## src/hw/lq_pkg.sv

```systemverilog
// Load-queue and memory-request widths and types
`default_nettype none

package lq_pkg;

   localparam int LQ_DEPTH = 8;
   localparam int LQID_W   = $clog2(LQ_DEPTH);

   // Request id carries the lqid in its low bits
   localparam int REQID_W  = 5;

   localparam int BYTEN_W  = 4;

   typedef logic [LQID_W-1:0]  lqid_t;
   typedef logic [REQID_W-1:0] reqid_t;
   typedef logic [BYTEN_W-1:0] byten_t;

endpackage

`default_nettype wire

```

## src/hw/vec_cfg_pkg.sv

```systemverilog
// Vector datapath widths and types for the commit back end
`default_nettype none

package vec_cfg_pkg;

   // Register and group geometry
   localparam int VLEN     = 32;
   localparam int LMUL_MAX = 8;
   localparam int XLEN     = 64;
   localparam int GROUP_W  = VLEN * LMUL_MAX;

   // Exception flags as in fcsr
   localparam int FFLAGS_W = 5;

   // vl must be able to hold VLEN itself
   localparam int VL_W     = $clog2(VLEN + 1);
   localparam int LCNT_W   = $clog2(LMUL_MAX);

   typedef logic [VLEN-1:0]     vreg_t;
   typedef logic [GROUP_W-1:0]  vgroup_t;
   typedef logic [XLEN-1:0]     xdata_t;
   typedef logic [LMUL_MAX-1:0] gmask_t;
   typedef logic [FFLAGS_W-1:0] fflags_t;
   typedef logic [VL_W-1:0]     vl_t;
   typedef logic [LCNT_W-1:0]   lmul_cnt_t;

endpackage

`default_nettype wire

```

## src/hw/commit_merge.sv

```systemverilog
// Commit decision and commit data selection between scalar and vector sources
`default_nettype none

module commit_merge
   import vec_cfg_pkg::*;
(
   input  logic    i_rf_wr,
   input  xdata_t  i_rf_wrdata,
   input  logic    i_vec_nonstore_commit,
   input  logic    i_head_last,
   input  vgroup_t i_group_nxt,
   input  gmask_t  i_mask_nxt,
   input  fflags_t i_fflags_nxt,
   output logic    o_commit_valid,
   output vgroup_t o_commit_data,
   output gmask_t  o_commit_mask,
   output fflags_t o_commit_fflags
);

   // Vector commit only counts once the head entry is last
   assign o_commit_valid = i_rf_wr ||
                           (i_vec_nonstore_commit && i_head_last);

   // Upper part only ever comes from the vector group
   assign o_commit_data[GROUP_W-1:XLEN] =
      {(GROUP_W-XLEN){i_vec_nonstore_commit}} & i_group_nxt[GROUP_W-1:XLEN];

   assign o_commit_data[XLEN-1:0] =
      ({XLEN{i_vec_nonstore_commit}} & i_group_nxt[XLEN-1:0]) |
      ({XLEN{i_rf_wr}}               & i_rf_wrdata);

   assign o_commit_fflags = {FFLAGS_W{i_vec_nonstore_commit}} & i_fflags_nxt;

   assign o_commit_mask = i_mask_nxt;

endmodule

`default_nettype wire

```

## src/hw/lq_last_tracker.sv

```systemverilog
// Load-queue last flags, commit read pointer and last-flag lookups
`default_nettype none

module lq_last_tracker
   import lq_pkg::*;
(
   input  logic   i_clk,
   input  logic   i_reset,
   input  logic   i_lq_alloc,
   input  lqid_t  i_lq_alloc_id,
   input  logic   i_lq_done,
   input  logic   i_lq_commit,
   input  reqid_t i_req_id,
   output logic   o_head_last,
   output logic   o_req_is_last
);

   logic [LQ_DEPTH-1:0] lq_last;
   lqid_t               lq_rd_ptr;
   lqid_t               alloc_id_r;

   always_ff @(posedge i_clk, posedge i_reset) begin
      if (i_reset) begin
         lq_last    <= '0;
         lq_rd_ptr  <= '0;
         alloc_id_r <= '0;
      end else begin
         if (i_lq_commit) begin
            lq_rd_ptr <= lq_rd_ptr + 1'b1;
         end

         // Done at allocation marks the new entry directly
         if (i_lq_alloc) begin
            lq_last[i_lq_alloc_id] <= i_lq_done;
            alloc_id_r             <= i_lq_alloc_id;
         end else if (i_lq_done) begin
            // Late done goes to the most recent allocation
            lq_last[alloc_id_r] <= 1'b1;
         end
      end
   end

   assign o_head_last = lq_last[lq_rd_ptr];

   // Low request id bits name the queue entry
   assign o_req_is_last = lq_last[i_req_id[LQID_W-1:0]];

endmodule

`default_nettype wire

```

## src/hw/mem_req_filter.sv

```systemverilog
// Memory request filter for empty loads with local response and last qualification
`default_nettype none

module mem_req_filter
   import lq_pkg::*;
(
   input  logic   i_clk,
   input  logic   i_reset,
   input  logic   i_req,
   input  logic   i_req_load,
   input  byten_t i_req_byten,
   input  reqid_t i_req_id,
   input  logic   i_req_last_raw,
   input  logic   i_req_is_last,
   input  logic   i_data_req_rtr,
   output logic   o_data_req,
   output logic   o_mem_last,
   output logic   o_rd_data_vld_local,
   output reqid_t o_rd_data_resp_id_local
);

   logic empty_load;

   // Load with nothing enabled needs no memory access
   assign empty_load = i_req_load && ~|i_req_byten;

   assign o_data_req = i_req && !empty_load;

   assign o_mem_last = i_req_last_raw && i_req_is_last;

   // Local answer one cycle after the memory would have accepted it
   always_ff @(posedge i_clk, posedge i_reset) begin
      if (i_reset) begin
         o_rd_data_vld_local <= 1'b0;
      end else begin
         o_rd_data_vld_local <= i_req && i_data_req_rtr && empty_load;
      end
   end

   always_ff @(posedge i_clk) begin
      o_rd_data_resp_id_local <= i_req_id;
   end

endmodule

`default_nettype wire

```

## src/hw/vec_commit_unit.sv

```systemverilog
// Vector commit and memory request back end top level
`default_nettype none

module vec_commit_unit
   import vec_cfg_pkg::*, lq_pkg::*;
(
   input  logic    i_clk,
   input  logic    i_reset,

   // Load queue events
   input  logic    i_lq_alloc,
   input  lqid_t   i_lq_alloc_id,
   input  logic    i_lq_done,
   input  logic    i_lq_commit,

   // Writebacks
   input  logic    i_rf_wr,
   input  xdata_t  i_rf_wrdata,
   input  logic    i_vrf_wr,
   input  vreg_t   i_vrf_wrdata,
   input  fflags_t i_vrf_wrexc,
   input  logic    i_vec_nonstore_commit,
   input  vl_t     i_csr_vl,

   // Commit
   output logic    o_commit_valid,
   output vgroup_t o_commit_data,
   output gmask_t  o_commit_mask,
   output fflags_t o_commit_fflags,

   // Memory request side
   input  logic    i_req,
   input  logic    i_req_load,
   input  byten_t  i_req_byten,
   input  reqid_t  i_req_id,
   input  logic    i_req_last_raw,
   input  logic    i_data_req_rtr,
   output logic    o_data_req,
   output logic    o_mem_last,
   output logic    o_rd_data_vld_local,
   output reqid_t  o_rd_data_resp_id_local
);

   logic    head_last;
   logic    req_is_last;
   vgroup_t group_nxt;
   gmask_t  mask_nxt;
   fflags_t fflags_nxt;

   lq_last_tracker u_lq_last_tracker (
      .i_clk         (i_clk),
      .i_reset       (i_reset),
      .i_lq_alloc    (i_lq_alloc),
      .i_lq_alloc_id (i_lq_alloc_id),
      .i_lq_done     (i_lq_done),
      .i_lq_commit   (i_lq_commit),
      .i_req_id      (i_req_id),
      .o_head_last   (head_last),
      .o_req_is_last (req_is_last)
   );

   // Commit clears the group being built
   vreg_group_accum u_vreg_group_accum (
      .i_clk        (i_clk),
      .i_reset      (i_reset),
      .i_vrf_wr     (i_vrf_wr),
      .i_vrf_wrdata (i_vrf_wrdata),
      .i_vrf_wrexc  (i_vrf_wrexc),
      .i_csr_vl     (i_csr_vl),
      .i_clear      (o_commit_valid),
      .o_group_nxt  (group_nxt),
      .o_mask_nxt   (mask_nxt),
      .o_fflags_nxt (fflags_nxt)
   );

   commit_merge u_commit_merge (
      .i_rf_wr               (i_rf_wr),
      .i_rf_wrdata           (i_rf_wrdata),
      .i_vec_nonstore_commit (i_vec_nonstore_commit),
      .i_head_last           (head_last),
      .i_group_nxt           (group_nxt),
      .i_mask_nxt            (mask_nxt),
      .i_fflags_nxt          (fflags_nxt),
      .o_commit_valid        (o_commit_valid),
      .o_commit_data         (o_commit_data),
      .o_commit_mask         (o_commit_mask),
      .o_commit_fflags       (o_commit_fflags)
   );

   mem_req_filter u_mem_req_filter (
      .i_clk                   (i_clk),
      .i_reset                 (i_reset),
      .i_req                   (i_req),
      .i_req_load              (i_req_load),
      .i_req_byten             (i_req_byten),
      .i_req_id                (i_req_id),
      .i_req_last_raw          (i_req_last_raw),
      .i_req_is_last           (req_is_last),
      .i_data_req_rtr          (i_data_req_rtr),
      .o_data_req              (o_data_req),
      .o_mem_last              (o_mem_last),
      .o_rd_data_vld_local     (o_rd_data_vld_local),
      .o_rd_data_resp_id_local (o_rd_data_resp_id_local)
   );

endmodule

`default_nettype wire

```

## src/hw/vreg_group_accum.sv

```systemverilog
// Register-group writeback accumulator building the wide commit word
`default_nettype none

module vreg_group_accum
   import vec_cfg_pkg::*;
(
   input  logic    i_clk,
   input  logic    i_reset,
   input  logic    i_vrf_wr,
   input  vreg_t   i_vrf_wrdata,
   input  fflags_t i_vrf_wrexc,
   input  vl_t     i_csr_vl,
   input  logic    i_clear,
   output vgroup_t o_group_nxt,
   output gmask_t  o_mask_nxt,
   output fflags_t o_fflags_nxt
);

   vgroup_t   group_reg;
   gmask_t    mask_reg;
   fflags_t   fflags_reg;
   lmul_cnt_t lmul_cnt;

   // Current beat merged over the held group
   always_comb begin
      o_group_nxt  = group_reg;
      o_mask_nxt   = mask_reg;
      o_fflags_nxt = fflags_reg;

      o_group_nxt[VLEN*lmul_cnt +: VLEN] = i_vrf_wrdata;
      o_mask_nxt[lmul_cnt]               = |i_csr_vl;
      o_fflags_nxt                       = fflags_reg | i_vrf_wrexc;
   end

   always_ff @(posedge i_clk, posedge i_reset) begin
      if (i_reset) begin
         group_reg  <= '0;
         mask_reg   <= '0;
         fflags_reg <= '0;
      end else begin
         if (i_clear) begin
            group_reg  <= '0;
            mask_reg   <= '0;
            fflags_reg <= '0;
         end else if (i_vrf_wr) begin
            group_reg  <= o_group_nxt;
            mask_reg   <= o_mask_nxt;
            fflags_reg <= o_fflags_nxt;
         end
      end
   end

   // Beat index wraps after LMUL_MAX writes
   always_ff @(posedge i_clk, posedge i_reset) begin
      if (i_reset) begin
         lmul_cnt <= '0;
      end else begin
         if (i_clear) begin
            lmul_cnt <= '0;
         end else if (i_vrf_wr) begin
            lmul_cnt <= lmul_cnt + 1'b1;
         end
      end
   end

endmodule

`default_nettype wire

```

## config.mk

```make
export PLATFORM = sky130hd
export DESIGN_NAME = vec_commit_unit
export DESIGN_NICKNAME = d
export VERILOG_FILES = /design/src/hw/lq_pkg.sv /design/src/hw/vec_cfg_pkg.sv /design/src/hw/commit_merge.sv /design/src/hw/lq_last_tracker.sv /design/src/hw/mem_req_filter.sv /design/src/hw/vec_commit_unit.sv /design/src/hw/vreg_group_accum.sv
export SDC_FILE = /design/constraint.sdc
export NUM_CORES = 1
export LEC_CHECK = 0
export BUFFER_PORTS_ARGS = -buffer_cell sky130_fd_sc_hd__buf_2
export CAP_MARGIN = 20
export CORE_ASPECT_RATIO = 1.1
export CORE_MARGIN = 8
export CORE_UTILIZATION = 60
export CTS_CLUSTER_DIAMETER = 50
export DETAILED_ROUTE_END_ITERATION = 6
export PLACE_DENSITY = 0.9
export SKIP_LAST_GASP = 1
export SLEW_MARGIN = 20
export SYNTH_ARGS = -nofsm -noshare
export SYNTH_HDL_FRONTEND = slang
export SYNTH_SLANG_ARGS = --single-unit
```

## constraint.sdc

```tcl
create_clock -name i_clk -period 16.4 [get_ports i_clk]
set_clock_uncertainty 0.2 [all_clocks]
set_input_delay 2.46 -clock i_clk [delete_from_list [all_inputs] [get_ports i_clk]]
set_output_delay 2.46 -clock i_clk [all_outputs]
set_load 0.02 [all_outputs]
```

==> results of run 1 <==
[per-stage QoR]
stage	total power [µW]	area [µm²]	hold slack, ps
detailed placement	1360	19600	293
CTS	2170	20800	306
global placement	1340	19500	281
floorplan	1230	18000	264
finish	2170	20800	301
global route	2240	20800	338
[critical path, delay by kind of cell]
kind                   cells  cell delay (ps)
AO/OA/AOI/OAI              1              270
buffers and inverters      4             1570
[routing by layer]
layer / up-vias / track usage (%) / wire length (µm)
met1: 8251 / 41.3 / 23300
met2: 1244 / 53.4 / 29000
li1: 7455 / - / -
met4: 4 / 16.1 / 3040
met3: 224 / 9.46 / 7080
met5: - / 0 / 27
[layout make-up]
type / instances / area, µm²
multi-input combinational: 1548 / 9540
inverter: 6 / 30.0
fill: 2198 / 8730
clock buffer: 49 / 1050
timing repair buffer: 436 / 2310
tap: 374 / 468
clock inverter: 8 / 154
sequential: 292 / 7280
[power by group through the flow]
stage / sequential (µW) / combinational [µW] / clock, µW
2_1_floorplan: 780 / 448 / 0
3_3_place_gp: 784 / 556 / 0
3_5_place_dp: 787 / 569 / 0
4_1_cts: 774 / 575 / 818
5_1_grt: 778 / 616 / 848
6_report: 775 / 583 / 815
[kinds of logic (layout without fill, tap and decap cells)]
kind of cell / count (synthesis) / after routing / synth area share (%)
XOR/XNOR: 4 / 4 / 0.195
buffers and inverters: 253 / 499 / 6.80
multiplexers: 222 / 222 / 13.1
adder cells (fa/ha/maj): 5 / 5 / 0.348
AND/OR/NAND/NOR: 909 / 909 / 21.5
AO/OA/AOI/OAI: 408 / 408 / 17.6
flip-flops: 292 / 292 / 40.5
[cell usage in the layout, fill, tap and decap left out, types with 3 or more instances in the layout]
cell type  Yosys  final
nand3_1      138    137
o21ai_0        7      7
mux2i_1      145    145
buf_4          0     25
nand4_1        4      4
clkbuf_8       0      8
nand2_1      527    524
and2_1        39     39
ha_1           5      5
a21boi_0     187    187
mux2_2        50     50
clkbuf_1     172      4
nor3_1         9      9
nand3b_1       5      5
nor2_1       150    149
nand2_2        0      3
o21a_1         5      5
dfxtp_1        5      5
dfrtp_1      287    287
a21boi_1       5      5
or2_2          3      3
nand2b_1       3      3
a21oi_2       98     98
bufinv_16      0      4
nor2b_1        6      6
mux4_2         3      3
clkbuf_16      0     37
inv_1          6      5
xnor2_1        3      3
a21oi_1       38     38
and2_0         4      4
buf_2         37    406
nor4_1         3      3
nor3b_1        5      5
a22o_1        64     64
mux2_1        24     24
[Yosys cell counts (all sizes together)]
| master | instances |
|---|---|
| and4bb | 1 |
| mux2i | 145 |
| a41o | 1 |
| nor2b | 6 |
| nand2 | 527 |
| dfrtp | 287 |
| nor4 | 3 |
| and2 | 43 |
| o31ai | 2 |
| a22o | 64 |
| buf | 75 |
| o21ai | 7 |
| nor2 | 151 |
| dfxtp | 5 |
| and3 | 2 |
| inv | 6 |
| nand3 | 138 |
| nor4bb | 1 |
| or2 | 4 |
| nand4 | 4 |
| xor2 | 1 |
| a31oi | 1 |
| ha | 5 |
| nor3b | 5 |
| xnor2 | 3 |
| nand3b | 5 |
| nand4b | 2 |
| nor3 | 11 |
| mux2 | 74 |
| o21a | 5 |
| a21oi | 136 |
| a21boi | 192 |
| nor4b | 2 |
| clkbuf | 172 |
| nand2b | 3 |
| mux4 | 3 |
| and4 | 1 |
[worst min-delay path by stage]
| stage | start | to | slack, ps | cells after the start |
|---|---|---|---|---|
| 3_5_place_dp | u_vreg_group_accum.fflags_reg[0] | u_vreg_group_accum.fflags_reg[0] | 290 | 2 |
| 6_report | u_vreg_group_accum.fflags_reg[0] | u_vreg_group_accum.fflags_reg[0] | 300 | 2 |
| 3_3_place_gp | u_vreg_group_accum.fflags_reg[3] | u_vreg_group_accum.fflags_reg[3] | 280 | 2 |
| 5_1_grt | u_vreg_group_accum.fflags_reg[3] | u_vreg_group_accum.fflags_reg[3] | 340 | 2 |
| 4_1_cts | u_vreg_group_accum.fflags_reg[0] | u_vreg_group_accum.fflags_reg[0] | 310 | 2 |
| 2_1_floorplan | u_vreg_group_accum.fflags_reg[0] | u_vreg_group_accum.fflags_reg[0] | 260 | 2 |
==> results.json, run 1 <==
{
  "outcome": "finished clean",
  "syn_nets": 2229,
  "drt_iter0_markers": 2342,
  "ios": 409,
  "finalSetupViolCount": 0,
  "synth_area_leaders": "dfrtp_1, nand2_1, mux2i_1",
  "r2r_start": "u_vreg_group_accum.lmul_cnt[1]",
  "drv_cap": 0,
  "hp-class": "register to register",
  "die_area_um2": 35700,
  "dp_slack_ps": 9190,
  "finalNonFillerCells": 2713,
  "clk_latency_ps": 510,
  "cp-startpoint": "i_vec_nonstore_commit",
  "switching_share_pct": 33.7,
  "p_sw_uw": 732,
  "p_clk_share_pct": 37.5,
  "largest_reg_flops": 256,
  "syn_to_final_growth_pct": 16.0,
  "antenna_found_initial": 3,
  "dp_cells": 2654,
  "cts_resized": 0,
  "critical_path.max_stage_delay_ps": 700,
  "worst_pin_slew_ps": 1090,
  "nets": 2454,
  "cp_slowest_cell": "buf_4",
  "ir_drop_v": 0.0000844,
  "crit_path_end": "o_commit_data[166]",
  "powerDensity_nw_per_um2": 104,
  "rows": 66,
  "intPower_uw": 1440,
  "p_leak_uw": 0.00943,
  "htree_num_levels": 2,
  "grt_overflow": 0,
  "die_h_um": 197,
  "period_minus_slack_ps": 7200,
  "drtPass1Iterations": 5,
  "synthDistinctLibCells": 47,
  "ys_warn_count": 0,
  "viasPerCell": 6.33,
  "timing.fmax_mhz": 139,
  "grt_usage_pct": 33.4,
  "worstSetupPathType": "input pin to output port",
  "core-area_um2": 29600,
  "rsz0062_at_grt": "false",
  "startpoint_type": "input pin",
  "hold_violations": 0,
  "initial_core_util_pct": 60.8,
  "comb_power_share_pct": 26.8,
  "worstPathMaxFanout": 117,
  "drt_wl_total_um": 62400,
  "endpoint_kind": "output port",
  "arrival_ps": 4540,
  "reg2reg_depth": 7,
  "cts_buffers": 34,
  "finalMaxSlewViolations": 0,
  "r2r_end": "u_vreg_group_accum.group_reg[40]",
  "post_drt_wl_per_cell_um": 23.0,
  "tns_ps": 0,
  "pwr-share-seq_pct": 35.7,
  "root_buffer": "clkbuf_16",
  "syn_area_um2": 18000,
  "setup_slack_ps": 9200,
  "synth_top_cell_by_area": "dfrtp_1",
  "dp_hpwl_um": 40700,
  "synthCells": 2093,
  "syn_avg_cell_area_um2": 8.58,
  "cts.path.max_buffers": 3,
  "grt_pass1_wl_um": 95500,
  "synth-seq-cells": 292,
  "cp_data_required_time_ps": 13740,
  "drive_above_1_share_pct": 28.1,
  "crit_chain": "buf_6 -> buf_16 -> buf_4 -> a21boi_0 -> buf_2",
  "cts.reportedPaths.clkPinSlew_ps": 60,
  "die_w_um": 181,
  "first_global_vias": 17172,
  "cts_hold_buf": 0,
  "place_congestion": 0.896,
  "drc": 0,
  "num_antenna_cells": 0,
  "clock_sinks": 292,
  "cts_setup_buffers": 0,
  "r2r_setup_slack_ps": 12390,
  "layout_worst_path_cycle_share_pct": 43.9,
  "cts_tree": "built",
  "via_count": 17178,
  "final_antenna_net_count": 0,
  "grt_max_degree": 174,
  "relSlewSlack_pct": 27.5,
  "io_buffers": 408,
  "yosysSeqAreaShare_pct": 40.5,
  "utilization_pct": 70.5,
  "synthDominantCellAreaShare_pct": 40.0
}
No activity file was read; power rests on OpenSTA's default activity.
==> inputs of run 2 (changes only) <==
- CORE_UTILIZATION: 60 -> 55
- PLACE_DENSITY: 0.9 -> 0.84
- clock period: 16.4 -> 7.5 ns (I/O delays scaled with it)
==> results.json, run 2 (same netlist as run 1, synthesis figures left out) <==
{
  "cts.path.max_buffers": 3,
  "holdWs_ps": 301,
  "root_buffer": "clkbuf_16",
  "nets": 2454,
  "endpoint_kind": "output port",
  "initial_core_util_pct": 55.6,
  "dp_hpwl_um": 40900,
  "cts.reportedPaths.clkPinSlew_ps": 60,
  "fin_area_um2": 20800,
  "rsz0062_at_grt": "false",
  "drt_wl_total_um": 62600,
  "antenna_found_initial": 2,
  "drc": 0,
  "cp_data_required_time_ps": 6170,
  "final_antenna_net_count": 0,
  "clock_sinks": 292,
  "intPower_uw": 3090,
  "die_h_um": 206,
  "finalMaxSlewViolations": 0,
  "timing.fmax_mhz": 166,
  "layout_worst_path_cycle_share_pct": 80.3,
  "p_leak_uw": 0.00939,
  "htree_num_levels": 2,
  "power_uw": 4700,
  "die_w_um": 188,
  "worst_pin_slew_ps": 1070,
  "startpoint_type": "register",
  "largest_reg_flops": 256,
  "fillers": 2610,
  "drtPass1Iterations": 6,
  "io_buffers": 408,
  "powerDensity_nw_per_um2": 226,
  "comb_power_share_pct": 26.4,
  "ir_drop_v": 0.000160,
  "arrival_ps": 4700,
  "switching_share_pct": 34.2,
  "worstPathMaxFanout": 36,
  "worstSetupPathType": "register to output port",
  "tns_ps": 0,
  "grt_usage_pct": 31.2,
  "grt_max_degree": 157,
  "clk_latency_ps": 510,
  "p_sw_uw": 1610,
  "place_congestion": 0.899,
  "via_count": 16931,
  "syn_to_final_growth_pct": 16.0,
  "relSlewSlack_pct": 28.9,
  "pwr-share-seq_pct": 36.4,
  "ios": 409,
  "rows": 69,
  "placed_area_um2": 19700,
  "seq_area_um2": 7280,
  "period_minus_slack_ps": 6030,
  "cts_tree": "built",
  "cts_buffers": 35,
  "drt_iter0_markers": 2231,
  "multi_input_area_um2": 9530,
  "drive_above_1_share_pct": 28.0,
  "drv_cap": 0,
  "core-area_um2": 32300,
  "cts_hold_buf": 0,
  "die_area_um2": 38700,
  "hp-class": "register to register",
  "hold_violations": 0,
  "final_cell_mix": "nand2_1, buf_2, dfrtp_1, a21boi_0, nor2_1",
  "cts_resized": 0,
  "grt_overflow": 0,
  "viasPerCell": 6.11,
  "post_drt_wl_per_cell_um": 22.6,
  "final_common_cell": "nand2_1",
  "outcome": "finished clean",
  "finalSetupViolCount": 0,
  "cts_setup_buffers": 0,
  "first_global_vias": 17139,
  "grt_pass1_wl_um": 96700,
  "p_clk_share_pct": 37.2
}
==> run 2: cell types whose count changed in the layout (fill, tap and decap cells not counted), moves of 2 or more <==
cell / change
buf_12: +3
buf_16: -2
clkbuf_1: +6
clkbuf_8: -4
clkinvlp_4: +4
inv_6: -2
==> run 2: through the flow <==
stage,util (%),setup slack (ps),instances
after CTS,64.5,1500,2769
after global placement,60.8,2340,2706
after detailed placement,60.9,2080,2707
after floorplan,-,2370,2093
final,64.6,1470,2770
after global routing,64.6,1190,2770
==> run 2: worst max-delay path: stages (launching register included) <==
cell	delay (ps)
dfrtp_1	1000
inv_1	250
ha_1	300
ha_1	450
nor2_1	260
nand3_2	850
mux2_1	690
a22o_1	200
buf_2	160
==> run 2: worst paths after layout <==
check | cells after the start | from | slack [ps] | end
worst min-delay path | 2 | u_vreg_group_accum.fflags_reg[0] | 300 | u_vreg_group_accum.fflags_reg[0]
max in group asynchronous | 4 | i_reset | 4940 | u_vreg_group_accum.group_reg[2]
worst max-delay path | 8 | u_vreg_group_accum.lmul_cnt[0] | 1470 | o_commit_data[7]
min in group asynchronous | 3 | i_reset | 670 | u_vreg_group_accum.group_reg[31]
worst min register to register | 2 | u_vreg_group_accum.fflags_reg[0] | 300 | u_vreg_group_accum.fflags_reg[0]
worst max register to register | 8 | u_vreg_group_accum.lmul_cnt[0] | 3050 | u_vreg_group_accum.group_reg[100]
==> run 2: power by group through the flow <==
| stage | clock [µW] | sequential (µW) | combinational (µW) |
|---|---|---|---|
| 6_report | 1750 | 1710 | 1240 |
| 5_1_grt | 1830 | 1720 | 1320 |
| 4_1_cts | 1760 | 1710 | 1230 |
| 3_5_place_dp | 0 | 1740 | 1220 |
| 3_3_place_gp | 0 | 1730 | 1200 |
| 2_1_floorplan | 0 | 1710 | 979 |
==> run 2: metal layers <==
metal  routed length, µm  part of all wire, %  track usage (%)
met2               28400                   45             48.7
met4                2860                  4.6             14.6
met3                7220                   12             9.31
met1               24000                   38             39.6
met5                   8                0.013                0
==> run 2: final cells by class <==
cell class | instances | area share [%]
sequential | 292 | 34.9
multi-input combinational | 1548 | 45.7
antenna | 1 | 0.0120
clock buffer | 51 | 4.89
tap | 426 | 2.56
clock inverter | 11 | 0.738
timing repair buffer | 435 | 11.0
inverter | 6 | 0.126
